--- src/source/chacha_pkg.sv ---
package chacha_pkg;

  // one stream beat carries exactly one 64-byte chacha block
  localparam int data_w = 512;
  localparam int cfg_w = 32;

  localparam int fifo_depth = 4;
  localparam int fifo_ptr_w = $clog2(fifo_depth);

  // configuration opcodes, bits 31:28 of a config word
  localparam logic [3:0] op_key = 4'h1;
  localparam logic [3:0] op_nonce = 4'h2;
  localparam logic [3:0] op_ctr = 4'h3;
  localparam logic [3:0] op_rounds = 4'h4;

  // number of 16-bit halves per loadable field
  localparam int key_halves = 16;
  localparam int nonce_halves = 6;
  localparam int ctr_halves = 2;

  localparam logic [4:0] rounds_default = 5'd8;

  // "expand 32-byte k", word 0 in the low bits
  localparam logic [3:0][31:0] chacha_sigma = {
    32'h6b206574, 32'h79622d32, 32'h3320646e, 32'h61707865
  };

  typedef struct packed {
    logic [data_w-1:0] tdata;
    logic              tlast;
  } stream_beat_t;

  typedef struct packed {
    logic [3:0]  opcode;
    logic [4:0]  half_idx;
    logic [6:0]  spare;
    logic [15:0] half_val;
  } load_fmt_t;

  typedef struct packed {
    logic [3:0]          opcode;
    logic [4:0]          rounds;
    logic [cfg_w-10:0]   spare;
  } ctrl_fmt_t;

  typedef union packed {
    load_fmt_t load_fmt;
    ctrl_fmt_t ctrl_fmt;
  } cfg_word_t;

  typedef struct packed {
    logic [255:0] key;
    logic [95:0]  nonce;
    logic [4:0]   rounds;
  } chacha_key_t;

endpackage

--- src/source/chacha_cfg_decode.sv ---
`timescale 1ns/10ps

module chacha_cfg_decode (
  input  logic                    aclk,
  input  logic                    arst_n,
  input  logic                    cfg_valid,
  input  chacha_pkg::cfg_word_t   cfg_word,
  output chacha_pkg::chacha_key_t key_state,
  output logic                    ctr_load,
  output logic [31:0]             ctr_value,
  output logic                    cfg_err
);

  logic [3:0]  opcode;
  logic [4:0]  half_idx;
  logic [15:0] half_val;
  logic [4:0]  new_rounds;
  logic [15:0] ctr_lo;
  logic        word_bad;

  // opcode sits in the same bits of both views
  assign opcode = cfg_word.load_fmt.opcode;
  assign half_idx = cfg_word.load_fmt.half_idx;
  assign half_val = cfg_word.load_fmt.half_val;
  assign new_rounds = cfg_word.ctrl_fmt.rounds;

  always_comb begin
    case (opcode)
      chacha_pkg::op_key: begin
        word_bad = (half_idx >= chacha_pkg::key_halves);
      end
      chacha_pkg::op_nonce: begin
        word_bad = (half_idx >= chacha_pkg::nonce_halves);
      end
      chacha_pkg::op_ctr: begin
        word_bad = (half_idx >= chacha_pkg::ctr_halves);
      end
      chacha_pkg::op_rounds: begin
        word_bad = !(new_rounds inside {5'd8, 5'd12, 5'd20});
      end
      default: begin
        word_bad = 1'b1;
      end
    endcase
  end

  // high half completes the counter, so the load fires with it
  assign ctr_load = cfg_valid && (opcode == chacha_pkg::op_ctr) &&
                    (half_idx == chacha_pkg::ctr_halves - 1);
  assign ctr_value = {half_val, ctr_lo};

  always_ff @(posedge aclk or negedge arst_n) begin
    if (!arst_n) begin
      key_state.key <= '0;
      key_state.nonce <= '0;
      key_state.rounds <= chacha_pkg::rounds_default;
      ctr_lo <= '0;
      cfg_err <= 1'b0;
    end else begin
      cfg_err <= cfg_valid && word_bad;
      if (cfg_valid && !word_bad) begin
        case (opcode)
          chacha_pkg::op_key: key_state.key[16*half_idx +: 16] <= half_val;
          chacha_pkg::op_nonce: key_state.nonce[16*half_idx +: 16] <= half_val;
          chacha_pkg::op_ctr: begin
            if (half_idx == '0) begin
              ctr_lo <= half_val;
            end
          end
          chacha_pkg::op_rounds: key_state.rounds <= new_rounds;
          default: begin
          end
        endcase
      end
    end
  end

  a_rounds_legal: assert property (@(posedge aclk) disable iff (!arst_n)
    key_state.rounds inside {5'd8, 5'd12, 5'd20})
    else $error("cfg_decode round count not 8, 12 or 20");

endmodule

--- config.mk ---
export PLATFORM = sky130hd
export DESIGN_NAME = chacha_cfg_decode
export DESIGN_NICKNAME = d
export VERILOG_FILES = /design/src/source/chacha_pkg.sv /design/src/source/chacha_cfg_decode.sv
export SDC_FILE = /design/constraint.sdc
export NUM_CORES = 1
export LEC_CHECK = 0
export BUFFER_PORTS_ARGS = -buffer_cell sky130_fd_sc_hd__buf_2
export CORE_ASPECT_RATIO = 0.5
export CORE_MARGIN = 3
export CORE_UTILIZATION = 35
export DETAILED_ROUTE_END_ITERATION = 8
export GPL_TIMING_DRIVEN = 0
export PLACE_DENSITY_LB_ADDON = 0.1
export REMOVE_ABC_BUFFERS = 1
export SLEW_MARGIN = 10
export SYNTH_ARGS = -nofsm -noshare
export SYNTH_HDL_FRONTEND = slang
export SYNTH_SLANG_ARGS = --single-unit
--- constraint.sdc ---
create_clock -name aclk -period 2.2 [get_ports aclk]
set_input_delay 0.11 -clock aclk [delete_from_list [all_inputs] [get_ports aclk]]
set_output_delay 0.11 -clock aclk [all_outputs]
set_load 0.03 [all_outputs]
==> results.py <==
metrics = {
    "outcome": {
        "status": "completed",
    },
    "synthesis": {
        "synth_seq_cells": 374,
        "synth-main-ff-cell": "dfrtp_1",
        "async_flop_share": 1.00,
        "postSynthCellCount": 1033,
        "synth_edf_count": 0,
        "yosysSeqAreaShare": 0.606,
        "syn_area_mm2": 0.0154,
        "ys_warn_count": 0,
        "yosysUniqueCellTypes": 47,
        "syn_avg_cell_area_um2": 15.0,
    },
    "hold_path": {
        "hold_start": "cfg_word[7]",
        "hp-class": "in -> reg",
        "holdPathStages": 3,
        "hold_end": "key_state[12]",
    },
    "die": {
        "ios": 426,
        "die_x_um": 303,
        "dieArea_mm2": 0.0468,
        "rows": 53,
        "die_y_um": 155,
        "initial_core_util": 0.361,
        "core_mm2": 0.0428,
    },
    "sta": {
        "fin_tns_setup_ps": 0,
        "relSlewSlack": 0.440,
        "min_period_ps": 2120,
        "slew_viol_final": 0,
        "hold_viol": 0,
        "max_slew.worst_pin.slew_ps": 839,
        "fin_crit_sh": 0.966,
        "skew_ps": 0,
        "rsz0062_at_grt": "false",
        "setup_ws_ps": 75.9,
        "setup_viol": 0,
        "fmax_mhz": 471,
    },
    "route": {
        "drtIter0Drc": 423,
        "dr.pass1.iters": 4,
        "wl_met1_mm": 19.4,
        "viasPerCell": 4.83,
        "wl_met2_mm": 26.6,
        "final_antenna_net_count": 0,
        "totalWireLength_mm": 49.3,
        "highest_layer": "met4",
        "wl_met3_mm": 2.34,
        "vias": 10013,
        "wl_per_cell_um": 23.8,
        "drc": 0,
    },
    "global_routing": {
        "grt_pass1_wl_mm": 72.0,
        "grt_max_degree": 111,
        "grt-ovfl-total": 0,
        "grt_pass1_vias": 10577,
        "grt_util_all_layers": 0.207,
        "antenna_found_initial": 7,
    },
    "worst_setup_path": {
        "endpoint_kind": "flop",
        "reg2reg_slack_ps": 1420,
        "timing.rr.start": "key_state[175]",
        "required_ps": 2610,
        "ff2ff_path_depth": 1,
        "timing.rr.end": "key_state[175]",
        "crit_type": "in -> reg",
        "crit_fanout": 21,
        "critPathArrivalTime_ps": 2540,
        "cp-start-kind": "input pin",
    },
    "cts": {
        "cts_tree": "yes",
        "clk_latency_ps": 530,
        "clock_sinks": 374,
        "cts_root_buf": "clkbuf_16",
        "clock_path_buffers": 3,
        "numCtsBuffers": 37,
        "htreeDepth": 2,
        "path_clk_slew_ps": 60,
    },
    "pwr": {
        "pwr_density_cell_mw_per_mm2": 716,
        "power_switching_share": 0.244,
        "p_leak_nw": 11.1,
        "clockPowerShare": 0.439,
        "irDropWorstVdd_mv": 0.420,
        "seqPwrFrac": 0.491,
        "p_int_mw": 10.7,
        "power_frac_comb": 0.069,
        "p_sw_mw": 3.47,
    },
    "placed_design": {
        "preCtsSetupSlack_ps": -4150,
        "portBuffers": 418,
        "place_congestion": 0.787,
        "post-dp-hpwl_mm": 32.8,
    },
    "finish": {
        "final_cell_mix": "buf_2 (416), dfrtp_1 (373), mux2_2 (302)",
        "layout_commonest_cell": "buf_2",
        "fin_nets": 1502,
        "drive_above_1_share": 0.605,
        "area_delta_synth_final_pct": 28.3,
    },
    "job": {
        "drv_cap": 0,
    },
}
[registers in the layout, summed over array words and instances (netlist names)]
register / cells
cfg_err: 1
ctr_lo: 16
key_state: 357
[cell type report]
class	count	area (um^2)
fillers	3892	23000
flip-flops and latches	374	9360
multi-input cells	562	5660
repair buffers	470	2810
clock buffers	60	1130
well taps	577	722
inverters	18	80.1
clock inverters	5	28.8
diodes	5	12.5
[metrics by stage]
step           cells  instance area, um^2  total power, mW   util  hold slack (ps)
6_report        2071                19800             14.2  0.463             53.7
5_1_grt         2069                19800             14.8  0.463             45.4
4_1_cts         2061                19700             14.4  0.461             24.9
3_5_place_dp    1955                17900             8.02  0.419              161
3_3_place_gp    1946                17700             7.98  0.415              399
2_1_floorplan    951                14900             7.46      -             -186
[power by group through the flow]
stage                     logic (mW)  registers (mW)  clock network (mW)
after global routing            1.06            6.98                6.73
final                          0.983            6.97                6.24
after floorplan                0.230            7.23                   0
after global placement         0.875            7.10                   0
after detailed placement       0.921            7.10                   0
after CTS                      0.994            6.97                6.41
[what timing repair did]
action / in CTS / in global routing
hold endpoints to repair: 84 / 0
hold buffers: 7 / 0
pin swaps: 17 / 4
gates resized for setup: 34 / 5
gates cloned: 4 / 0
setup buffers: 30 / 5
setup endpoints to repair: 373 / 198
[routing by layer]
layer,GRT usage,up-vias
met5,0,-
met4,0.0568,0
met3,0.0375,65
met2,0.376,222
met1,0.252,5278
li1,-,4448
[cells in the mapped netlist (2+ instances only)]
library cell	number	share of area
dfrtp_1	373	0.60
mux2_2	302	0.22
nand2_1	52	0.013
and2_1	48	0.019
mux2_4	40	0.039
clkbuf_1	31	0.0075
buf_4	20	0.0097
o21ai_0	20	0.0065
inv_1	17	0.0041
and3_1	16	0.0065
buf_2	16	0.0052
buf_6	15	0.011
mux2i_1	12	0.0078
nor4_4	11	0.015
nor2_1	6	0.0015
nand2b_1	5	0.0020
or4_1	5	0.0024
ha_1	4	0.0032
nor2_2	4	0.0016
nand3_1	3	0.00097
a21boi_0	2	0.00097
a21oi_1	2	0.00065
nand4b_1	2	0.0011
nor3b_1	2	0.00097
nor4b_1	2	0.0011
or3_1	2	0.00081
[worst max-delay path by stage]
stage,from,to,slack [ps],cells after the start
floorplan,cfg_word[23],key_state[181],-1380,8
global placement,arst_n,key_state[203],-6030,1
detailed placement,cfg_word[23],key_state[44],-4150,11
CTS,cfg_word[23],key_state[230],20,14
global route,cfg_word[23],key_state[230],3,14
finish,cfg_word[23],key_state[230],80,14
[worst max-delay path, stage by stage]
cell       delay, ps
buf_16           160
clkinv_8         130
ha_4             210
nand2_1           80
inv_1             70
ha_4             170
a21oi_2          150
o2111ai_4        160
buf_6            200
nor4_4           260
buf_4            180
buf_6            150
buf_6            140
mux2_2           330
[logic make-up (layout without fill, tap and decap cells)]
| family | count (synthesis) | count (layout) | synth area share |
|---|---|---|---|
| compound gates | 30 | 30 | 0.0122 |
| other cells | 0 | 5 | 0 |
| fa+ha+maj | 4 | 4 | 0.00324 |
| mux | 354 | 354 | 0.267 |
| xor+xnor | 2 | 2 | 0.00113 |
| buf+inv | 100 | 553 | 0.0377 |
| flops | 374 | 374 | 0.606 |
| simple gates | 169 | 172 | 0.0729 |
Note: power is estimated with default switching activity, not from simulation.
