### config.mk
export PLATFORM = sky130hd
export DESIGN_NAME = stream_fifo
export DESIGN_NICKNAME = d
export VERILOG_FILES = /design/src/source/chacha_pkg.sv /design/src/source/stream_fifo.sv
export SDC_FILE = /design/constraint.sdc
export NUM_CORES = 1
export LEC_CHECK = 0
export BUFFER_PORTS_ARGS = -buffer_cell sky130_fd_sc_hd__buf_2
export CORE_MARGIN = 8
export CORE_UTILIZATION = 45
export DETAILED_ROUTE_END_ITERATION = 8
export GPL_TIMING_DRIVEN = 0
export PLACE_DENSITY_LB_ADDON = 0.3
export SLEW_MARGIN = 20
export SYNTH_ARGS = -nofsm -noshare
export SYNTH_HDL_FRONTEND = slang
export SYNTH_SLANG_ARGS = --single-unit
### constraint.sdc
create_clock -name aclk -period 16.9 [get_ports aclk]
set_clock_uncertainty 0.05 [all_clocks]
set_input_delay 1.69 -clock aclk [delete_from_list [all_inputs] [get_ports aclk]]
set_output_delay 1.69 -clock aclk [all_outputs]
set_load 0.02 [all_outputs]
### src/source/chacha_pkg.sv
package chacha_pkg;

  // one stream beat carries exactly one 64-byte chacha block
  localparam int data_w = 512;
  localparam int cfg_w = 32;

  localparam int fifo_depth = 4;
  localparam int fifo_ptr_w = $clog2(fifo_depth);

  // configuration opcodes, bits 31:28 of a config word
  localparam logic [3:0] op_key = 4'h1;
  localparam logic [3:0] op_nonce = 4'h2;
  localparam logic [3:0] op_ctr = 4'h3;
  localparam logic [3:0] op_rounds = 4'h4;

  // number of 16-bit halves per loadable field
  localparam int key_halves = 16;
  localparam int nonce_halves = 6;
  localparam int ctr_halves = 2;

  localparam logic [4:0] rounds_default = 5'd8;

  // "expand 32-byte k", word 0 in the low bits
  localparam logic [3:0][31:0] chacha_sigma = {
    32'h6b206574, 32'h79622d32, 32'h3320646e, 32'h61707865
  };

  typedef struct packed {
    logic [data_w-1:0] tdata;
    logic              tlast;
  } stream_beat_t;

  typedef struct packed {
    logic [3:0]  opcode;
    logic [4:0]  half_idx;
    logic [6:0]  spare;
    logic [15:0] half_val;
  } load_fmt_t;

  typedef struct packed {
    logic [3:0]          opcode;
    logic [4:0]          rounds;
    logic [cfg_w-10:0]   spare;
  } ctrl_fmt_t;

  typedef union packed {
    load_fmt_t load_fmt;
    ctrl_fmt_t ctrl_fmt;
  } cfg_word_t;

  typedef struct packed {
    logic [255:0] key;
    logic [95:0]  nonce;
    logic [4:0]   rounds;
  } chacha_key_t;

endpackage

### src/source/stream_fifo.sv
`timescale 1ns/10ps

module stream_fifo (
  input  logic                     aclk,
  input  logic                     arst_n,
  input  logic                     in_valid,
  output logic                     in_ready,
  input  chacha_pkg::stream_beat_t in_beat,
  output logic                     out_valid,
  input  logic                     out_ready,
  output chacha_pkg::stream_beat_t out_beat
);

  chacha_pkg::stream_beat_t mem [chacha_pkg::fifo_depth];

  logic [chacha_pkg::fifo_ptr_w-1:0] wr_ptr;
  logic [chacha_pkg::fifo_ptr_w-1:0] rd_ptr;
  logic [chacha_pkg::fifo_ptr_w:0]   count;
  logic                              push;
  logic                              pop;

  assign in_ready = (count != chacha_pkg::fifo_depth);
  assign out_valid = (count != '0);
  assign out_beat = mem[rd_ptr];

  assign push = in_valid && in_ready;
  assign pop = out_valid && out_ready;

  always_ff @(posedge aclk or negedge arst_n) begin
    if (!arst_n) begin
      wr_ptr <= '0;
      rd_ptr <= '0;
      count <= '0;
    end else begin
      // pointers wrap since the depth is a power of two
      if (push) begin
        wr_ptr <= wr_ptr + 1'b1;
      end
      if (pop) begin
        rd_ptr <= rd_ptr + 1'b1;
      end
      if (push && !pop) begin
        count <= count + 1'b1;
      end else if (pop && !push) begin
        count <= count - 1'b1;
      end
    end
  end

  always_ff @(posedge aclk) begin
    if (push) begin
      mem[wr_ptr] <= in_beat;
    end
  end

  a_no_overflow: assert property (@(posedge aclk) disable iff (!arst_n)
    count <= chacha_pkg::fifo_depth)
    else $error("stream_fifo occupancy out of range");

  a_out_stable: assert property (@(posedge aclk) disable iff (!arst_n)
    out_valid && !out_ready |=> out_valid && $stable(out_beat))
    else $error("stream_fifo output changed before transfer");

endmodule

==> results of run 1 <==
per-layer routing:
metal  part of all wire  global-route usage  wire [um]
met3              0.075              0.0608      13700
met2               0.52               0.343      95100
met4              0.041              0.0818       7520
met5            0.00099                   0        181
met1               0.36               0.236      66800
final cells by class:
class / instances / area (um2) / share of cell area
timing repair buffer: 1083 / 6490 / 0.0723
sequential: 2059 / 61800 / 0.688
multi-input combinational: 538 / 11800 / 0.131
inverter: 3 / 11.3 / 0.000125
clock buffer: 258 / 5290 / 0.0589
buffer: 114 / 659 / 0.00734
clock inverter: 114 / 917 / 0.0102
antenna: 50 / 125 / 0.00139
tap: 2189 / 2740 / 0.0305
power breakdown:
group	switching (uW)	internal [uW]	total, uW	leakage (uW)
clock network	1870	2330	4190	0.00301
logic	3670	2170	5840	0.00846
registers	185	6720	6910	0.0189
total	5720	11200	16900	0.0303
synthesized netlist by cell type:
cell type  instances  area share
ha_1               5     0.00084
nand3_1            1    0.000067
xor2_1             2     0.00024
fa_1               1     0.00027
buf_4             38      0.0038
edfxtp_1        2052        0.83
dfrtp_1            7      0.0024
and2_1             4     0.00034
a21boi_1           1     0.00010
buf_1              3     0.00015
mux2_2             2     0.00030
clkbuf_1           7     0.00035
buf_2             65      0.0044
or3_1              1    0.000084
nor2_1             2     0.00010
inv_1              3     0.00015
buf_6              1     0.00015
mux4_2           513        0.16
nand2_1            2     0.00010
xnor2_1            4     0.00047
sequential cells by signal, summed over array words and instances, names as in the netlist:
register and flops:
mem 2052, count 3, rd_ptr 2, wr_ptr 2
critical path: cells and delay by family (launching register included):
family	cells	cell delay [ps]
buf+inv	4	1740
flops	1	310
mux	1	540
stage by stage:
stage | hold slack (ps) | util
after CTS | 469 | 0.545
final | 462 | 0.546
after global routing | 517 | 0.546
after global placement | 459 | 0.500
after floorplan | 425 | -
after detailed placement | 457 | 0.508
cell families (layout without fill, tap and decap cells):
logic type | count (synthesis) | in the layout | synth area share
AO/OA/AOI/OAI | 1 | 1 | 0.000101
XOR/XNOR | 6 | 6 | 0.000708
adder cells (fa/ha/maj) | 6 | 6 | 0.00111
buffers and inverters | 117 | 1572 | 0.00903
flip-flops | 2059 | 2059 | 0.832
multiplexers | 515 | 515 | 0.156
other | 0 | 50 | 0
AND/OR/NAND/NOR | 10 | 10 | 0.000691
worst max-delay path by stage:
stage / from / endpoint / cells past startpoint
2_1_floorplan: in_valid / mem[0][0]$_DFFE_PP_ / 2
3_3_place_gp: in_valid / mem[1][243]$_DFFE_PP_ / 3
3_5_place_dp: in_valid / mem[3][243]$_DFFE_PP_ / 9
4_1_cts: rd_ptr[1]$_DFFE_PN0P_ / out_beat[427] / 5
5_1_grt: rd_ptr[1]$_DFFE_PN0P_ / out_beat[427] / 5
6_report: rd_ptr[1]$_DFFE_PN0P_ / out_beat[427] / 5
==> metrics.csv, run 1 <==
stage,metric,value,unit
timing,post-route-min-period,5210,ps
hold_path,min_to,count[2]$_DFFE_PN0P_,
floorplanning,placementRows,149,
yosys,synth_cell_type_count,20,
final_layout,drive_gt1_frac,0.472,
placement,placed_area,83500,um2
detailed_routing,vias_per_cell,5.46,
run,drv_cap,0,
placement,io_buffer_count,1031,
timing,rsz0062_at_grt,false,
worst_setup_path,worstReg2RegStart,count[0]$_DFFE_PN0P_,
worst_setup_path,r2r_cells,9,
hold_path,hold_depth,1,
hold_path,hold_path_class,reg -> reg,
yosys,ys_ff_latch,2059,
timing,worst_pin_slew,964,ps
hold_path,worstHoldStart,count[2]$_DFFE_PN0P_,
timing,fmax,0.192,GHz
detailed_routing,wl,183000,um
worst_setup_path,max_stage_delay,760,ps
floorplanning,die_y,422,um
timing,finalCritPeriodShare,0.308,
yosys,seq_area_frac_synth,0.832,
grt,antenna_found_initial,122,
placement,place.gp.congestion,0.793,
floorplanning,die_x,422,um
timing,relSlewSlack,0.357,
floorplanning,die_area,178000,um2
worst_setup_path,worst_path_max_delay_cell,clkbuf_1,
worst_setup_path,crit_arrival,3470,ps
final_layout,final_cell_mix,"edfxtp_1, buf_2, mux4_2",
clock_network,clkLatencyLatePin,830,ps
yosys,avgSynthCellArea,27.4,um2
floorplanning,fp.coreArea,164000,um2
power_and_ir_drop,irDropWorstVdd,0.124,mV
final_layout,final_common_cell,edfxtp_1,
detailed_routing,firstDrtPassIters,5,
power_and_ir_drop,leakagePower,0.0303,uW
run_status,status,finished clean,
clock_network,clock_sinks,2059,
clock_network,cts_resized,0,
worst_setup_path,r2r_slack,13150,ps
final_layout,fin_area,89800,um2
floorplanning,ioPinCount,1032,
timing,hold_violations,0,
power_and_ir_drop,power,16900,uW
detailed_routing,vias,34973,
clock_network,cts_htree_levels,4,
clock_network,cts_buffers,203,
floorplanning,start_util,0.451,
yosys,syn_area,74200,um2
clock_network,post-cts-setup-buffers,0,
clock_network,cts_root_buf,clkbuf_16,
clock_network,holdBufCountCts,0,
worst_setup_path,crit_path_cell_trace,buf_2 -> buf_2 -> clkbuf_1 -> mux4_2 -> buf_2,
worst_setup_path,cp-start-kind,register,
grt,globalRouteOverflowTotal,0,
timing,finalMaxSlewViolations,0,
placement,pre_cts_slack,11780,ps
detailed_routing,avgRoutedWirePerCell,28.6,um
final_layout,final_nets,4525,
worst_setup_path,critPathKind,reg -> out,
final_layout,fill_cells,12383,
final_layout,stdcell_count,6408,
worst_setup_path,r2r-end,mem[3][244]$_DFFE_PP_,
placement,dp_cells,5986,
detailed_routing,drt_iter0_markers,3150,
detailed_routing,ant_nets,0,
detailed_routing,route.detailed.drc,0,
placement,hpwl,130000,um
worst_setup_path,path_max_fanout,11,
grt,grt_pass1_wl,260000,um
grt,track_usage,0.200,
timing,setup_viol,0,
worst_setup_path,path_common_cell,buf_2,
clock_network,clkTransAtPathRegs,60,ps
timing,fin_tns_setup,0,ps
clock_network,cts_tree,built,
worst_setup_path,endpoint_kind,output port,
power_and_ir_drop,power_density,189,nW/um2
yosys,synth_cells,2714,
worst_setup_path,critical_path_required,15160,ps
yosys,ys.warnings.count,0,
timing,setup_ws,11690,ps
final_layout,synthToLayoutAreaGrowth,21.0,%
grt,grt_pass1_vias,36080,
grt,grt_max_degree,48,
clock_network,max-clock-path-buffers,3,
yosys,syn_nets,3237,
No activity file was read; power rests on OpenSTA's default activity.
==> inputs of run 2 (changes only) <==
==> constraint.sdc (replaced) <==
create_clock -name aclk -period 4.7 [get_ports aclk]
set_clock_uncertainty 0.05 [all_clocks]
set_input_delay 0.47 -clock aclk [delete_from_list [all_inputs] [get_ports aclk]]
set_output_delay 0.47 -clock aclk [all_outputs]
set_load 0.02 [all_outputs]
==> metrics.csv, run 2 (synthesis gave the netlist of run 1 again) <==
stage,metric,value,unit,change
power_and_ir_drop,leakagePower,0.0327,uW,+7.8%
worst_setup_path,critPathKind,reg -> out,,
grt,globalRouteOverflowTotal,0,,unchanged
final_layout,final_cell_mix,"edfxtp_1, buf_2, dlygate4sd3_1",,
power_and_ir_drop,power_density,654,nW/um2,+250%
timing,setup_ws,655,ps,-11030 ps
power_and_ir_drop,clkPwrFrac,0.256,,+0.008
power_and_ir_drop,irDropWorstVdd,0.491,mV,+300%
final_layout,synthToLayoutAreaGrowth,28.4,%,
power_and_ir_drop,p_int,41500,uW,+270%
clock_network,cts_buffers,205,,+0.99%
clock_network,clock_sinks,2059,,unchanged
final_layout,multi_input_area,11800,um2,about the same
power_and_ir_drop,p_seq_frac,0.399,,-0.009
worst_setup_path,crit_arrival,3530,ps,+60 ps
placement,io_buffer_count,1031,,unchanged
clock_network,clkTransAtPathRegs,60,ps,about the same
run_status,status,finished clean,,
worst_setup_path,cp-start-kind,register,,
placement,pre_cts_slack,1250,ps,-10530 ps
hold_path,hold_path_class,in -> reg,,
grt,grt_max_degree,49,,+2.1%
worst_setup_path,crit_path_cell_trace,buf_2 -> buf_2 -> clkbuf_1 -> mux4_2 -> buf_2,,
final_layout,stdcell_count,6893,,+7.6%
floorplanning,fp.coreArea,164000,um2,unchanged
clock_network,cts_htree_levels,4,,unchanged
timing,setup_viol,0,,unchanged
detailed_routing,wl,187000,um,+2.2%
placement,place.gp.congestion,0.798,,+0.57%
timing,rsz0062_at_grt,false,,
clock_network,cts_tree,built,,
detailed_routing,firstDrtPassIters,6,,+1
grt,grt_pass1_wl,269000,um,+3.6%
grt,track_usage,0.204,,+0.00397
timing,worst_pin_slew,1020,ps,+54.3 ps
placement,dp_cells,5987,,+0.017%
final_layout,ff_latch_area,61800,um2,unchanged
power_and_ir_drop,p_switching,20800,uW,+260%
clock_network,max-clock-path-buffers,3,,unchanged
worst_setup_path,endpoint_kind,output port,,
worst_setup_path,worst_path_max_delay_cell,clkbuf_1,,
timing,finalMaxSlewViolations,0,,unchanged
floorplanning,placementRows,149,,unchanged
final_layout,largest-register,mem,,
timing,fin_tns_setup,0,ps,unchanged
final_layout,reg.largest.list,"mem (2052), count (3)",,
detailed_routing,drt_iter0_markers,3318,,+5.3%
timing,finalCritPeriodShare,0.861,,
worst_setup_path,path_buf_inv,4,,unchanged
floorplanning,die_area,178000,um2,unchanged
power_and_ir_drop,combinationalPowerShare,0.345,,about the same
run,drv_cap,0,,unchanged
worst_setup_path,critical_path_required,4180,ps,-10980 ps
timing,holdWs,335,ps,-127 ps
detailed_routing,vias_per_cell,5.36,,-1.7%
floorplanning,ioPinCount,1032,,unchanged
power_and_ir_drop,p_sw_frac,0.334,,-0.00392
timing,post-route-min-period,4050,ps,
worst_setup_path,max_stage_delay,800,ps,+40 ps
placement,hpwl,129000,um,-0.30%
placement,placed_area,83500,um2,about the same
detailed_routing,avgRoutedWirePerCell,27.2,um,-5.0%
timing,relSlewSlack,0.321,,-0.0362
worst_setup_path,cp_num_cells,5,,unchanged
worst_setup_path,path_common_cell,buf_2,,
grt,grt_pass1_vias,38628,,+7.1%
detailed_routing,ant_nets,0,,unchanged
floorplanning,die_y,422,um,unchanged
worst_setup_path,cpLargestDelayFamily,buffers and inverters,,
detailed_routing,route.detailed.drc,0,,unchanged
final_layout,fill_cells,11871,,-4.1%
timing,fmax,0.247,GHz,
detailed_routing,vias,36973,,+5.7%
final_layout,final_nets,5045,,+11%
final_layout,drive_gt1_frac,0.423,,-0.0488
clock_network,clkLatencyLatePin,820,ps,about the same
hold_path,hold_depth,2,,+1
final_layout,fin_area,95300,um2,+6.1%
clock_network,cts_root_buf,clkbuf_16,,
worst_setup_path,path_max_fanout,10,,-1
grt,antenna_found_initial,28,,-77%
worst_setup_path,r2r_cells,8,,-1
final_layout,largest_reg_flops,2052,,unchanged
floorplanning,die_x,422,um,unchanged
timing,hold_violations,0,,unchanged
final_layout,final_common_cell,edfxtp_1,,
floorplanning,start_util,0.451,,unchanged
## run 2: changes by cell type in the layout (fill, tap and decap cells not counted), moves of 3 or more
cell,change
clkinv_8,+3
diode_2,-34
bufinv_16,+14
inv_6,-3
clkinv_16,-6
clkbuf_1,-6
clkinv_2,-5
clkinvlp_4,+4
clkbuf_16,+5
dlygate4sd3_1,+517
clkinv_1,-7
## run 2: path summary, 6_finish.rpt
| check | startpoint | endpoint | slack [ps] |
|---|---|---|---|
| min in group asynchronous | arst_n | count[2]$_DFFE_PN0P_ | 600 |
| max | rd_ptr[1]$_DFFE_PN0P_ | out_beat[158] | 650 |
| min reg2reg | count[0]$_DFFE_PN0P_ | count[0]$_DFFE_PN0P_ | 500 |
| max reg2reg | count[0]$_DFFE_PN0P_ | mem[2][244]$_DFFE_PP_ | 1430 |
| max in group asynchronous | arst_n | count[1]$_DFFE_PN0P_ | 3760 |
| min | in_beat[485] | mem[2][485]$_DFFE_PP_ | 340 |
## run 2: per-layer routing
| layer | part of all wire | vias to the layer above | wire length (um) | track usage |
|---|---|---|---|---|
| met5 | 0.00012 | - | 22 | 0 |
| met4 | 0.043 | 4 | 8030 | 0.0821 |
| met3 | 0.074 | 335 | 13800 | 0.0539 |
| met2 | 0.51 | 1539 | 95400 | 0.345 |
| met1 | 0.37 | 19501 | 70100 | 0.251 |
| li1 | - | 15594 | - | - |
## run 2: layout make-up
type                       count  area share
antenna                       16    0.000420
buffer                       114     0.00693
clock buffer                 258      0.0566
clock inverter               115      0.0124
inverter                       3    0.000118
multi-input combinational    538       0.124
sequential                  2059       0.648
tap                         2189      0.0287
timing repair buffer        1601       0.123
## run 2: per-stage QoR
step	total power [uW]	util
floorplan	38400	-
global placement	46900	0.500
detailed placement	46700	0.508
CTS	63100	0.579
global route	64600	0.580
finish	62400	0.580
## run 2: worst register-to-register path, delay by kind of cell (launching register included)
family	cells	cell delay (ps)
and+or+nand+nor	2	640
buffers and inverters	5	1520
DFF	1	420
AOI/OAI and AO/OA	1	260
## run 2: timing repair
| action | CTS | global route |
|---|---|---|
| hold buffers | 517 | 0 |
| buffers inserted | 0 | 0 |
| resized for setup | 0 | 0 |
| hold endpoints to repair | 2062 | 0 |
## run 2: power groups by stage
| stage | combinational [uW] | sequential [uW] | clock [uW] |
|---|---|---|---|
| 6_report | 21500 | 24900 | 16000 |
| 5_1_grt | 22600 | 25100 | 16900 |
| 4_1_cts | 22000 | 24900 | 16300 |
| 3_5_place_dp | 21500 | 25200 | 0 |
| 3_3_place_gp | 20700 | 26200 | 0 |
| 2_1_floorplan | 12800 | 25600 | 0 |
