[config.mk]
export PLATFORM = sky130hd
export DESIGN_NAME = chacha_xor_result
export DESIGN_NICKNAME = d
export VERILOG_FILES = /design/src/source/chacha_pkg.sv /design/src/source/chacha_xor_result.sv
export SDC_FILE = /design/constraint.sdc
export NUM_CORES = 1
export LEC_CHECK = 0
export ABC_AREA = 1
export BUFFER_PORTS_ARGS = -buffer_cell sky130_fd_sc_hd__buf_4
export CORE_AREA = 2 2 619 621
export DETAILED_ROUTE_END_ITERATION = 10
export DIE_AREA = 0 0 621 623
export GPL_TIMING_DRIVEN = 0
export MAX_ROUTING_LAYER = met4
export PLACE_DENSITY = 0.33
export SLEW_MARGIN = 10
export SYNTH_ARGS = -nofsm -noshare
export SYNTH_HDL_FRONTEND = slang
export SYNTH_SLANG_ARGS = --single-unit
[constraint.sdc]
create_clock -name aclk -period 14.1 [get_ports aclk]
set_input_delay 0.705 -clock aclk [delete_from_list [all_inputs] [get_ports aclk]]
set_output_delay 0.705 -clock aclk [all_outputs]
set_load 0.01 [all_outputs]
[src/source/chacha_pkg.sv]
package chacha_pkg;

  // one stream beat carries exactly one 64-byte chacha block
  localparam int data_w = 512;
  localparam int cfg_w = 32;

  localparam int fifo_depth = 4;
  localparam int fifo_ptr_w = $clog2(fifo_depth);

  // configuration opcodes, bits 31:28 of a config word
  localparam logic [3:0] op_key = 4'h1;
  localparam logic [3:0] op_nonce = 4'h2;
  localparam logic [3:0] op_ctr = 4'h3;
  localparam logic [3:0] op_rounds = 4'h4;

  // number of 16-bit halves per loadable field
  localparam int key_halves = 16;
  localparam int nonce_halves = 6;
  localparam int ctr_halves = 2;

  localparam logic [4:0] rounds_default = 5'd8;

  // "expand 32-byte k", word 0 in the low bits
  localparam logic [3:0][31:0] chacha_sigma = {
    32'h6b206574, 32'h79622d32, 32'h3320646e, 32'h61707865
  };

  typedef struct packed {
    logic [data_w-1:0] tdata;
    logic              tlast;
  } stream_beat_t;

  typedef struct packed {
    logic [3:0]  opcode;
    logic [4:0]  half_idx;
    logic [6:0]  spare;
    logic [15:0] half_val;
  } load_fmt_t;

  typedef struct packed {
    logic [3:0]          opcode;
    logic [4:0]          rounds;
    logic [cfg_w-10:0]   spare;
  } ctrl_fmt_t;

  typedef union packed {
    load_fmt_t load_fmt;
    ctrl_fmt_t ctrl_fmt;
  } cfg_word_t;

  typedef struct packed {
    logic [255:0] key;
    logic [95:0]  nonce;
    logic [4:0]   rounds;
  } chacha_key_t;

endpackage

[src/source/chacha_xor_result.sv]
`timescale 1ns/10ps

module chacha_xor_result (
  input  logic                          aclk,
  input  logic                          arst_n,
  input  logic                          ks_valid,
  output logic                          ks_ready,
  input  logic [chacha_pkg::data_w-1:0] keystream,
  input  chacha_pkg::stream_beat_t      held_beat,
  input  logic                          ctr_load,
  input  logic [31:0]                   ctr_value,
  output logic [31:0]                   counter,
  output logic                          out_valid,
  input  logic                          out_ready,
  output chacha_pkg::stream_beat_t      out_beat
);

  logic accept;

  // single slot, refilled in the same cycle it drains
  assign ks_ready = !out_valid || out_ready;
  assign accept = ks_valid && ks_ready;

  always_ff @(posedge aclk or negedge arst_n) begin
    if (!arst_n) begin
      out_valid <= 1'b0;
    end else if (accept) begin
      out_valid <= 1'b1;
    end else if (out_ready) begin
      out_valid <= 1'b0;
    end
  end

  always_ff @(posedge aclk) begin
    if (accept) begin
      out_beat.tdata <= held_beat.tdata ^ keystream;
      out_beat.tlast <= held_beat.tlast;
    end
  end

  // block counter, a config load beats the per-block step
  always_ff @(posedge aclk or negedge arst_n) begin
    if (!arst_n) begin
      counter <= '0;
    end else if (ctr_load) begin
      counter <= ctr_value;
    end else if (accept) begin
      counter <= counter + 32'd1;
    end
  end

  a_out_hold: assert property (@(posedge aclk) disable iff (!arst_n)
    out_valid && !out_ready |=> out_valid && $stable(out_beat))
    else $error("xor_result dropped out_valid before transfer");

endmodule

==> results_dict.tcl, run 1 <==
set metrics [dict create \
    hold_ws_ns 0.130 \
    hold_end "counter[21]$_DFFE_PN0P_" \
    place_ws_ns 10.37 \
    rr_startpoint "out_valid$_DFFE_PN0P_" \
    r2r_setup_slack_ns 10.95 \
    outcome "completed" \
    grt_antenna_before_repair 149 \
    postCtsHoldBufs 5 \
    clk_pin_slew_ns 0.06 \
    start_util_pct 5.86 \
    cp-start-kind "flop" \
    place_congestion 1.02 \
    grt-ovfl-total 0 \
    htree_levels 3 \
    ir_drop_mv 0.0816 \
    post_cts_buffers 0 \
    min_period_ns 3.15 \
    finalCritPeriodShare_pct 22.3 \
    cts_tree "built" \
    synth.area.top_cells "edfxtp_1 69%, xor2_1 20%, dfrtp_1 3.7%" \
    slowest_stage "dfrtp_1" \
    yosysTopAreaCell "edfxtp_1" \
    crit_path_end_kind "flop" \
    cts_sinks 546 \
    ys_seq_area_share_pct 72.7 \
    routed_wl_um 259000 \
    min_from "ctr_value[21]" \
    vias_per_cell 2.34 \
    clk_latency_ns 0.80 \
    nFillCells 43500 \
    fp.coreArea_sq_mm 0.381 \
    synth.distinct_cells 32 \
    first_global_vias 20200 \
    setup_ws_ns 10.95 \
    rsz0062_at_grt "no" \
    area_delta_synth_final_pct 97.1 \
    worst_ep_arrival_time_ns 3.61 \
    drv_cap 0 \
    crit_family "buffers and inverters" \
    cts_made_buffers 93 \
    path_class "flop to flop" \
    crit_buf_inv 5 \
    rr_worst_depth 7 \
    slew_headroom_pct 46.2 \
    vias 19300 \
    hold_depth 3 \
    finalMaxSlewViolations 0 \
    io_buffers 1608 \
    skew_ns 0.0402 \
    synth_fp_nets 2459 \
    final_common_cell "buf_4" \
    dr.pass1.iters 5 \
    setup_viol 0 \
    path_max_fanout 70 \
    io_pins 1609 \
    wl_per_cell_um 31.4 \
    finalSetupTns_ns 0 \
    fin_nets 4174 \
    ys_warn_count 0 \
    grt_max_degree 100 \
    regToRegEndpoint "out_beat[397]$_DFFE_PP_" \
    grt_util_all_layers_pct 13.3 \
    leakage_nw 17.6 \
    ctsResizeCount 0 \
    clockBufferDepth 4 \
    layout_common_cells "1,609 x buf_4, 519 x xor2_1, 513 x edfxtp_1" \
    crit_chain "nand2_1, nand2_2, inv_8, buf_16, buf_16, buf_16, buf_16" \
    detail-route-antenna-nets 0 \
    max_stage_delay_ns 0.38 \
    max_freq_ghz 0.318 \
    p_per_area_mw_per_mm2 124 \
    synthCells 1396 \
    syn_area_sq_mm 0.0223 \
    cts_root_buffer "clkbuf_16" \
    finalHoldViolations 0 \
    grt_pass1_wl_um 305000 \
    drcViolationCount 0 \
    die_area_sq_mm 0.387 \
    detail_route.iter0.violations 924 \
    drive_gt1_share_pct 56.1 \
    max_slew.worst_pin.slew_ns 0.805 \
    path_common_cell "buf_16" \
    synth_top_area_share_pct 69.0 \
    die_h_um 623 \
    core.rowCount 227 \
    required_ns 14.56 \
    hold_class "input pin to flop" \
    place_hpwl_um 233000 \
    die_x_um 621 \
    ys_ff_latch 546 \
    syn_area_per_cell_sq_um 16.0 \
]
synthesized netlist by cell type (all sizes together):
master,number
xor2,519
o221ai,2
o311ai,1
a31oi,1
inv,48
nand3,42
nand3b,1
a22o,2
nand2,138
buf,7
edfxtp,513
nor3,3
xnor2,1
clkinv,1
o21bai,7
nor4,1
dfrtp,33
nor2,51
o21ai,13
a21oi,6
o22ai,1
o211ai,4
ha,1
kinds of logic after synthesis:
family	count (synthesis)	synth area share, %
compound gates	37	1.05
flops	546	72.7
simple gates	236	4.76
buf+inv	56	0.992
fa+ha+maj	1	0.0561
xor+xnor	520	20.4
flip-flops by register name, summed over array words and instances (netlist names):
signal,cells
out_valid,1
out_beat,513
counter,32
metal layers:
layer / up-vias / GRT usage [%] / wire [um]
met5: - / - / 0
met4: 0 / 3.08 / 7270
met3: 330 / 6.86 / 31000
met2: 1139 / 22.9 / 130000
met1: 9476 / 13.4 / 91200
li1: 8351 / - / -
per-stage QoR:
step | total power, mW | area [sq um] | utilization (%) | cells
global route | 5.73 | 43900 | 11.5 | 8246
CTS | 5.68 | 43900 | 11.5 | 8219
detailed placement | 3.20 | 40900 | 10.7 | 8049
floorplan | 2.28 | 22300 | - | 1396
global placement | 3.24 | 40700 | 10.7 | 8042
finish | 5.45 | 44000 | 11.6 | 8260
area by class of cell:
cell class              count  area (sq um)  area share, %
multi-input cells         794          5860           13.3
repair buffers           1620         12300           28.0
plain buffers               7          36.3         0.0825
inverters                  49           193          0.438
well taps                5038          6300           14.3
flip-flops and latches    546         16200           36.9
clock inverters            54           532           1.21
diodes                     41           103          0.233
clock buffers             111          2400           5.47
power breakdown:
part | leakage, nW | switching [mW] | total (mW) | internal (mW)
clock network | 1.41 | 0.989 | 2.35 | 1.36
registers | 5.31 | 0.0671 | 2.02 | 1.96
logic | 10.8 | 0.655 | 1.08 | 0.422
total | 17.6 | 1.71 | 5.45 | 3.74
tightest hold or removal path, cell delays in order:
cell and delay [ns]:
buf_4 0.08, nand2_1 0.05, nand3_1 0.07
how the worst max path moves through the flow:
| stage | startpoint | endpoint | slack, ns | cells after the start |
|---|---|---|---|---|
| after floorplan | out_ready | counter[2]$_DFFE_PN0P_ | 6.71 | 6 |
| after global placement | out_ready | counter[27]$_DFFE_PN0P_ | 0.16 | 10 |
| after detailed placement | out_ready | out_beat[170]$_DFFE_PP_ | 10.37 | 9 |
| after CTS | out_valid$_DFFE_PN0P_ | out_beat[170]$_DFFE_PP_ | 10.78 | 7 |
| after global routing | out_valid$_DFFE_PN0P_ | out_beat[397]$_DFFE_PP_ | 10.72 | 7 |
| final | out_valid$_DFFE_PN0P_ | out_beat[397]$_DFFE_PP_ | 10.95 | 7 |
No activity file was read; power rests on OpenSTA's default activity.
==> run 2: changes to the inputs <==
CORE_AREA = 2 2 636 638   (was 2 2 619 621)
DIE_AREA = 0 0 638 640   (was 0 0 621 623)
clock period = 2.74 ns   (was 14.1 ns; I/O delays follow)
==> results_dict.tcl, run 2 (synthesis gave the netlist of run 1 again) <==
set metrics [dict create \
    outcome "completed" \
    min_period_ns 2.46 \
    final_common_cell "buf_4" \
    regToRegEndpoint "counter[28]$_DFFE_PN0P_" \
    clockBufferDepth 4 \
    place_congestion 1.01 \
    fp.coreArea_sq_mm 0.401 \
    ir_drop_mv 0.452 \
    rr_worst_depth 9 \
    required_ns 3.43 \
    cts_sinks 546 \
    detail-route-antenna-nets 0 \
    finalCritPeriodShare_pct 89.9 \
    clk_pin_slew_ns 0.05 \
    utilization_pct 13.8 \
    path_common_cell "nand2_1" \
    finalInstanceArea_sq_mm 0.0554 \
    crit_chain "nand2_1, nand2_4, nand2_2, inv_2, buf_2, nor2_1, nand2_1, dlygate4sd3_1, nand2_1" \
    rr_startpoint "out_valid$_DFFE_PN0P_" \
    hold_class "input pin to flop" \
    grt_max_degree 118 \
    vias_per_cell 2.46 \
    place_inst 8295 \
    path_max_fanout 10 \
    regMostFlops "out_beat" \
    io_buffers 1608 \
    p_per_area_mw_per_mm2 547 \
    die_x_um 638 \
    nFillCells 45300 \
    wl_per_cell_um 27.7 \
    first_global_vias 25400 \
    reg.largest.list "out_beat x513, counter x32, out_valid x1" \
    finalHoldViolations 0 \
    grt-ovfl-total 0 \
    grt_util_all_layers_pct 12.8 \
    die_h_um 640 \
    min_from "ctr_value[17]" \
    layout.cells.non_filler 9598 \
    grt_antenna_before_repair 105 \
    place_hpwl_um 232000 \
    skew_ns 0.0257 \
    worst_ep_arrival_time_ns 3.15 \
    cts_tree "built" \
    multiInputGateArea_sq_mm 0.00587 \
    dr.pass1.iters 5 \
    regArea_sq_mm 0.0162 \
    setup_viol 0 \
    slew_headroom_pct 31.0 \
    max_slew.worst_pin.slew_ns 1.03 \
    clk_latency_ns 0.81 \
    r2r_setup_slack_ns 0.28 \
    grt_pass1_wl_um 317000 \
    hold_depth 4 \
    slowest_stage "dlygate4sd3_1" \
    detail_route.iter0.violations 1194 \
    max_freq_ghz 0.406 \
    drv_cap 0 \
    cts_root_buffer "clkbuf_16" \
    rsz0062_at_grt "no" \
    start_util_pct 5.56 \
    drive_gt1_share_pct 41.7 \
    area_delta_synth_final_pct 148 \
    vias 23600 \
    crit_path_end_kind "flop" \
    leakage_nw 22.3 \
    die_area_sq_mm 0.408 \
    finalMaxSlewViolations 0 \
    max_stage_delay_ns 0.54 \
    largest_register_ffs 513 \
    path_class "flop to flop" \
    place_area_sq_mm 0.0411 \
    drcViolationCount 0 \
    post_cts_buffers 0 \
    cp-start-kind "flop" \
    routed_wl_um 266000 \
    layout_common_cells "1,609 x buf_4, 1,102 x dlygate4sd3_1, 519 x xor2_1" \
    finalSetupTns_ns 0 \
    fin_nets 5273 \
    hold_end "counter[17]$_DFFE_PN0P_" \
    io_pins 1609 \
    htree_levels 3 \
    cts_made_buffers 93 \
    core.rowCount 233 \
]
run 2: through the flow:
step	power, mW	hold WS, ns	setup slack, ns
2_1_floorplan	11.6	-0.159	0.0172
3_3_place_gp	16.5	0.139	-1.49
3_5_place_dp	16.4	0.154	-0.300
4_1_cts	31.4	0.0100	0.0139
5_1_grt	31.9	0.0797	0.104
6_report	30.3	0.128	0.277
run 2: worst max path at each step:
| stage | to | cells after the start | startpoint |
|---|---|---|---|
| after floorplan | counter[27]$_DFFE_PN0P_ | 8 | out_valid$_DFFE_PN0P_ |
| after global placement | counter[17]$_DFFE_PN0P_ | 8 | out_valid$_DFFE_PN0P_ |
| after detailed placement | out_beat[137]$_DFFE_PP_ | 5 | out_valid$_DFFE_PN0P_ |
| after CTS | out_beat[303]$_DFFE_PP_ | 5 | out_valid$_DFFE_PN0P_ |
| after global routing | counter[28]$_DFFE_PN0P_ | 9 | out_valid$_DFFE_PN0P_ |
| final | counter[28]$_DFFE_PN0P_ | 9 | out_valid$_DFFE_PN0P_ |
run 2: final cells by class:
cell class / instances / area share, %
Inverter: 49 / 0.363
Clock inverter: 49 / 1.04
Tap cell: 5287 / 11.9
Multi-Input combinational cell: 794 / 10.6
Sequential cell: 546 / 29.3
Clock buffer: 117 / 4.49
Timing Repair Buffer: 2719 / 42.1
Buffer: 7 / 0.0655
Antenna cell: 30 / 0.135
run 2: layer usage:
metal	part of all wire, %	GRT usage, %	up-vias
met3	14	7.58	307
li1	-	-	10500
met2	50	21.9	1139
met5	0	-	-
met4	2.4	2.81	0
met1	34	12.4	11600
run 2: worst max-delay path: cells and delay by family, from the launching register on:
family	cells	cell delay [ns]
flip-flops	1	0.39
AND/OR/NAND/NOR	6	0.86
buffers and inverters	3	1.08
run 2: where the power goes:
part	leakage (nW)	total [mW]	internal [mW]	switching, mW
Clock	1.48	12.4	7.45	4.96
Sequential	5.31	10.4	10.1	0.354
Combinational	15.5	7.48	3.71	3.77
run 2: repair_timing:
item                                     CTS  global route
endpoints found under the setup margin   269            46
hold buffers                            1103             0
gates cloned                               3             1
hold endpoints to repair                 604             0
gates resized for setup                    2             1
==> run 3: changes to the inputs <==
ABC_AREA = default   (was 1)
BUFFER_PORTS_ARGS = default   (was -buffer_cell sky130_fd_sc_hd__buf_4)
CORE_AREA = 2 2 623 625   (was 2 2 636 638)
DIE_AREA = 0 0 625 627   (was 0 0 638 640)
DONT_BUFFER_PORTS = 1   (was default)
PLACE_DENSITY = 0.3   (was 0.33)
==> results_dict.tcl, run 3 <==
set metrics [dict create \
    io_pins 1609 \
    synth.area.top_cells "edfxtp_1 71%, xor2_1 21%, dfrtp_1 3.8%" \
    cts_made_buffers 86 \
    start_util_pct 5.66 \
    place_area_sq_mm 0.0285 \
    firstError "[ERROR RSZ-0060] Max buffer count reached." \
    core.rowCount 228 \
    place_congestion 0.986 \
    synth_fp_nets 2294 \
    synth-edff-count 513 \
    cts_root_buffer "clkbuf_16" \
    ys_seq_area_share_pct 74.5 \
    yosysTopAreaCell "edfxtp_1" \
    ys_warn_count 0 \
    synth.distinct_cells 29 \
    outcome "stopped before the end" \
    synth_top_area_share_pct 70.7 \
    postCtsHoldBufs 1295 \
    post_cts_buffers 5 \
    io_buffers 0 \
    yosysMostFrequentCell "xor2_1" \
    synthCells 1231 \
    haltStage "clock tree synthesis (4_1_cts)" \
    die_h_um 627 \
    ys_ff_latch 546 \
    syn_area_per_cell_sq_um 17.7 \
    place_hpwl_um 218000 \
    synthFlopType "edfxtp_1" \
    synth_commonest_cells "532 x xor2_1, 513 x edfxtp_1, 38 x nand2_1" \
    die_x_um 625 \
    cts_sinks 546 \
    clockBufferDepth 4 \
    htree_levels 3 \
    syn_area_sq_mm 0.0218 \
    async_flop_share_pct 6.04 \
    ctsResizeCount 9 \
]
run 3: changes by cell type after synthesis, moves of 7 or more:
cell      previous run  this run
and3_1               0         7
clkbuf_1             0         7
inv_1               44         4
nand2_1            127        38
nand2_2              9         0
nand3_1             40        13
nand4_1              0        13
nor2_1              40         2
o21ai_1              0        13
o21bai_1             7         0
xnor2_1              1        11
xor2_1             519       532
run 3: stage by stage:
stage / hold slack [ns] / instances / util, % / setup WS [ns]
after floorplan: -0.159 / 1231 / - / -6.18
after global placement: -0.158 / 6291 / 7.31 / -12.95
after detailed placement: -0.158 / 6309 / 7.40 / -0.677
run 3: kinds of logic after synthesis:
logic type      share of synthesized area, %
flops                                   74.5
xor+xnor                                21.8
simple gates                            2.43
compound gates                         0.684
buf+inv                                0.253
mux                                    0.201
fa+ha+maj                             0.0574
==> run 4: changes to the inputs <==
CORE_AREA = 2 2 622 624   (was 2 2 623 625)
DIE_AREA = 0 0 624 626   (was 0 0 625 627)
MAX_ROUTING_LAYER = default   (was met4)
PLACE_DENSITY = default   (was 0.3)
PLACE_DENSITY_LB_ADDON = 0.15   (was default)
clock period = 3.55 ns   (was 2.74 ns; I/O delays follow)
==> results_dict.tcl, run 4 <==
set metrics [dict create \
    outcome "completed" \
    drcViolationCount 0 \
    yosysTopAreaCell "edfxtp_1" \
    clk_pin_slew_ns 0.06 \
    synthCells 1231 \
    place_congestion 0.934 \
    clockBufferDepth 4 \
    cts_root_buffer "clkbuf_16" \
    path_common_cell "buf_12" \
    drv_cap 0 \
    max_freq_ghz 0.307 \
    synth.area.top_cells "edfxtp_1 71%, xor2_1 21%, dfrtp_1 3.8%" \
    grt_pass1_wl_um 258000 \
    crit_chain "nor2b_2, clkbuf_8, inv_6, nand2_4, clkinvlp_4, buf_12, buf_12, buf_12, buf_12, buf_12, buf_12, buf_12" \
    layout_common_cells "1,123 x dlygate4sd3_1, 532 x xor2_1, 513 x edfxtp_1" \
    syn_area_per_cell_sq_um 17.7 \
    reg.largest.list "out_beat x513, counter x32, out_valid x1" \
    hold_depth 2 \
    grt_antenna_before_repair 55 \
    syn_area_sq_mm 0.0218 \
    r2r_setup_slack_ns 0.29 \
    path_max_fanout 36 \
    wl_per_cell_um 29.2 \
    largest_register_ffs 513 \
    synth_commonest_cells "532 x xor2_1, 513 x edfxtp_1, 38 x nand2_1" \
    crit_path_end_kind "flop" \
    yosysMostFrequentCell "xor2_1" \
    dr.pass1.iters 5 \
    vias_per_cell 2.20 \
    rr_startpoint "out_valid$_DFFE_PN0P_" \
    synth_top_area_share_pct 70.7 \
    die_area_sq_mm 0.391 \
    regArea_sq_mm 0.0162 \
    leakage_nw 14.1 \
    grt_util_all_layers_pct 10.8 \
    hold_class "input pin to flop" \
    core.rowCount 228 \
    multiInputGateArea_sq_mm 0.00551 \
    start_util_pct 5.67 \
    io_buffers 0 \
    nFillCells 43500 \
    pwr-share-comb_pct 13.2 \
    path_class "flop to flop" \
    first_global_vias 18000 \
    min_from "ctr_value[25]" \
    synthFlopType "edfxtp_1" \
    finalCritPeriodShare_pct 91.8 \
    final_common_cell "dlygate4sd3_1" \
    p_seq_share_pct 43.5 \
    clk_latency_ns 0.82 \
    htree_levels 3 \
    fin_nets 3533 \
    setup_viol 0 \
    die_h_um 626 \
    p_total_mw 20.8 \
    synth_fp_nets 2294 \
    cts_made_buffers 90 \
    hold_end "counter[25]$_DFFE_PN0P_" \
    skew_ns 0.0662 \
    internal_power_mw 14.6 \
    ys_seq_area_share_pct 74.5 \
    finalHoldViolations 0 \
    grt_max_degree 37 \
    required_ns 4.03 \
    power_frac_clock_pct 43.3 \
    ir_drop_mv 0.299 \
    ys_warn_count 0 \
    swShare_pct 29.5 \
    finalMaxSlewViolations 0 \
    layout.cells.non_filler 7607 \
    rr_worst_depth 12 \
    detail-route-antenna-nets 0 \
    cp-start-kind "flop" \
    rsz0062_at_grt "no" \
    vias 16800 \
    place_hpwl_um 195000 \
    min_period_ns 3.26 \
    worst_ep_arrival_time_ns 3.74 \
    regMostFlops "out_beat" \
    synth-edff-count 513 \
    p_per_area_mw_per_mm2 486 \
    max_stage_delay_ns 0.42 \
    slew_headroom_pct 35.1 \
    switchingPower_mw 6.12 \
    area_delta_synth_final_pct 96.3 \
    place_inst 6311 \
    cts_sinks 546 \
    grt-ovfl-total 0 \
    routed_wl_um 222000 \
    async_flop_share_pct 6.04 \
    slowest_stage "dfrtp_1" \
    regToRegEndpoint "out_beat[196]$_DFFE_PP_" \
    die_x_um 624 \
    drive_gt1_share_pct 6.72 \
    fp.coreArea_sq_mm 0.384 \
    max_slew.worst_pin.slew_ns 0.976 \
    synth.distinct_cells 29 \
    detail_route.iter0.violations 955 \
    ys_ff_latch 546 \
    cts_tree "built" \
    io_pins 1609 \
]
run 4: area by class of cell:
| cell class | count | area share, % |
|---|---|---|
| diodes | 16 | 0.0937 |
| repair inverters | 1 | 0.0117 |
| clock buffers | 104 | 5.39 |
| repair buffers | 1146 | 27.4 |
| well taps | 5060 | 14.8 |
| plain buffers | 8 | 0.0937 |
| multi-input cells | 673 | 12.9 |
| clock inverters | 49 | 1.31 |
| flip-flops and latches | 546 | 38.0 |
| inverters | 4 | 0.0556 |
run 4: power groups by stage:
stage / clock [mW] / combinational [mW] / sequential, mW
global placement: 0 / 1.18 / 9.57
detailed placement: 0 / 1.25 / 9.33
finish: 9.00 / 2.74 / 9.03
CTS: 9.60 / 2.80 / 9.21
floorplan: 0 / 0.516 / 8.33
global route: 9.71 / 2.92 / 9.16
run 4: worst max path at each step:
stage / cells after the start / from / endpoint / slack (ns)
global route: 12 / out_valid$_DFFE_PN0P_ / out_beat[423]$_DFFE_PP_ / 0.1
floorplan: 5 / out_valid$_DFFE_PN0P_ / out_beat[0]$_DFFE_PP_ / -5.37
CTS: 12 / out_valid$_DFFE_PN0P_ / out_beat[469]$_DFFE_PP_ / 0.21
finish: 12 / out_valid$_DFFE_PN0P_ / out_beat[196]$_DFFE_PP_ / 0.29
detailed placement: 12 / out_valid$_DFFE_PN0P_ / out_beat[317]$_DFFE_PP_ / -0.39
global placement: 5 / out_valid$_DFFE_PN0P_ / out_beat[92]$_DFFE_PP_ / -12.71
run 4: routing by layer:
layer	vias to the layer above	track usage, %	wire (um)
met2	989	19.7	115000
met3	269	4.91	23200
met4	28	3.45	7630
met1	8582	10.9	76400
li1	6898	-	-
met5	-	0	190
run 4: timing repair:
item	4_1_cts	5_1_grt
setup endpoints to repair	63	0
buffers inserted	1	0
hold buffers	1125	0
resized for setup	1	0
endpoints found under the hold margin	615	0
run 4: cells by family after synthesis:
kind of cell	Yosys count	share of synthesized area, %
compound gates	29	0.684
simple gates	96	2.43
xor+xnor	543	21.8
flops	546	74.5
mux	4	0.201
fa+ha+maj	1	0.0574
buf+inv	12	0.253
run 4: through the flow:
| stage | hold slack (ns) | TNS [ns] | instance area, sq um | util, % | setup slack (ns) |
|---|---|---|---|---|---|
| final | 0.114 | 0 | 42800 | 11.1 | 0.293 |
| after global routing | 0.0386 | 0 | 42700 | 11.1 | 0.0986 |
| after CTS | 0.00114 | 0 | 42700 | 11.1 | 0.208 |
| after detailed placement | -0.115 | -18.21 | 28500 | 7.43 | -0.391 |
| after global placement | -0.115 | -6377.33 | 28100 | 7.32 | -12.71 |
| after floorplan | -0.118 | -2756.43 | 21800 | - | -5.37 |
run 4: critical path: cells and delay by family (launching register included):
| family | cells | cell delay, ns |
|---|---|---|
| buffers and inverters | 10 | 2.07 |
| and+or+nand+nor | 2 | 0.31 |
| DFF | 1 | 0.42 |
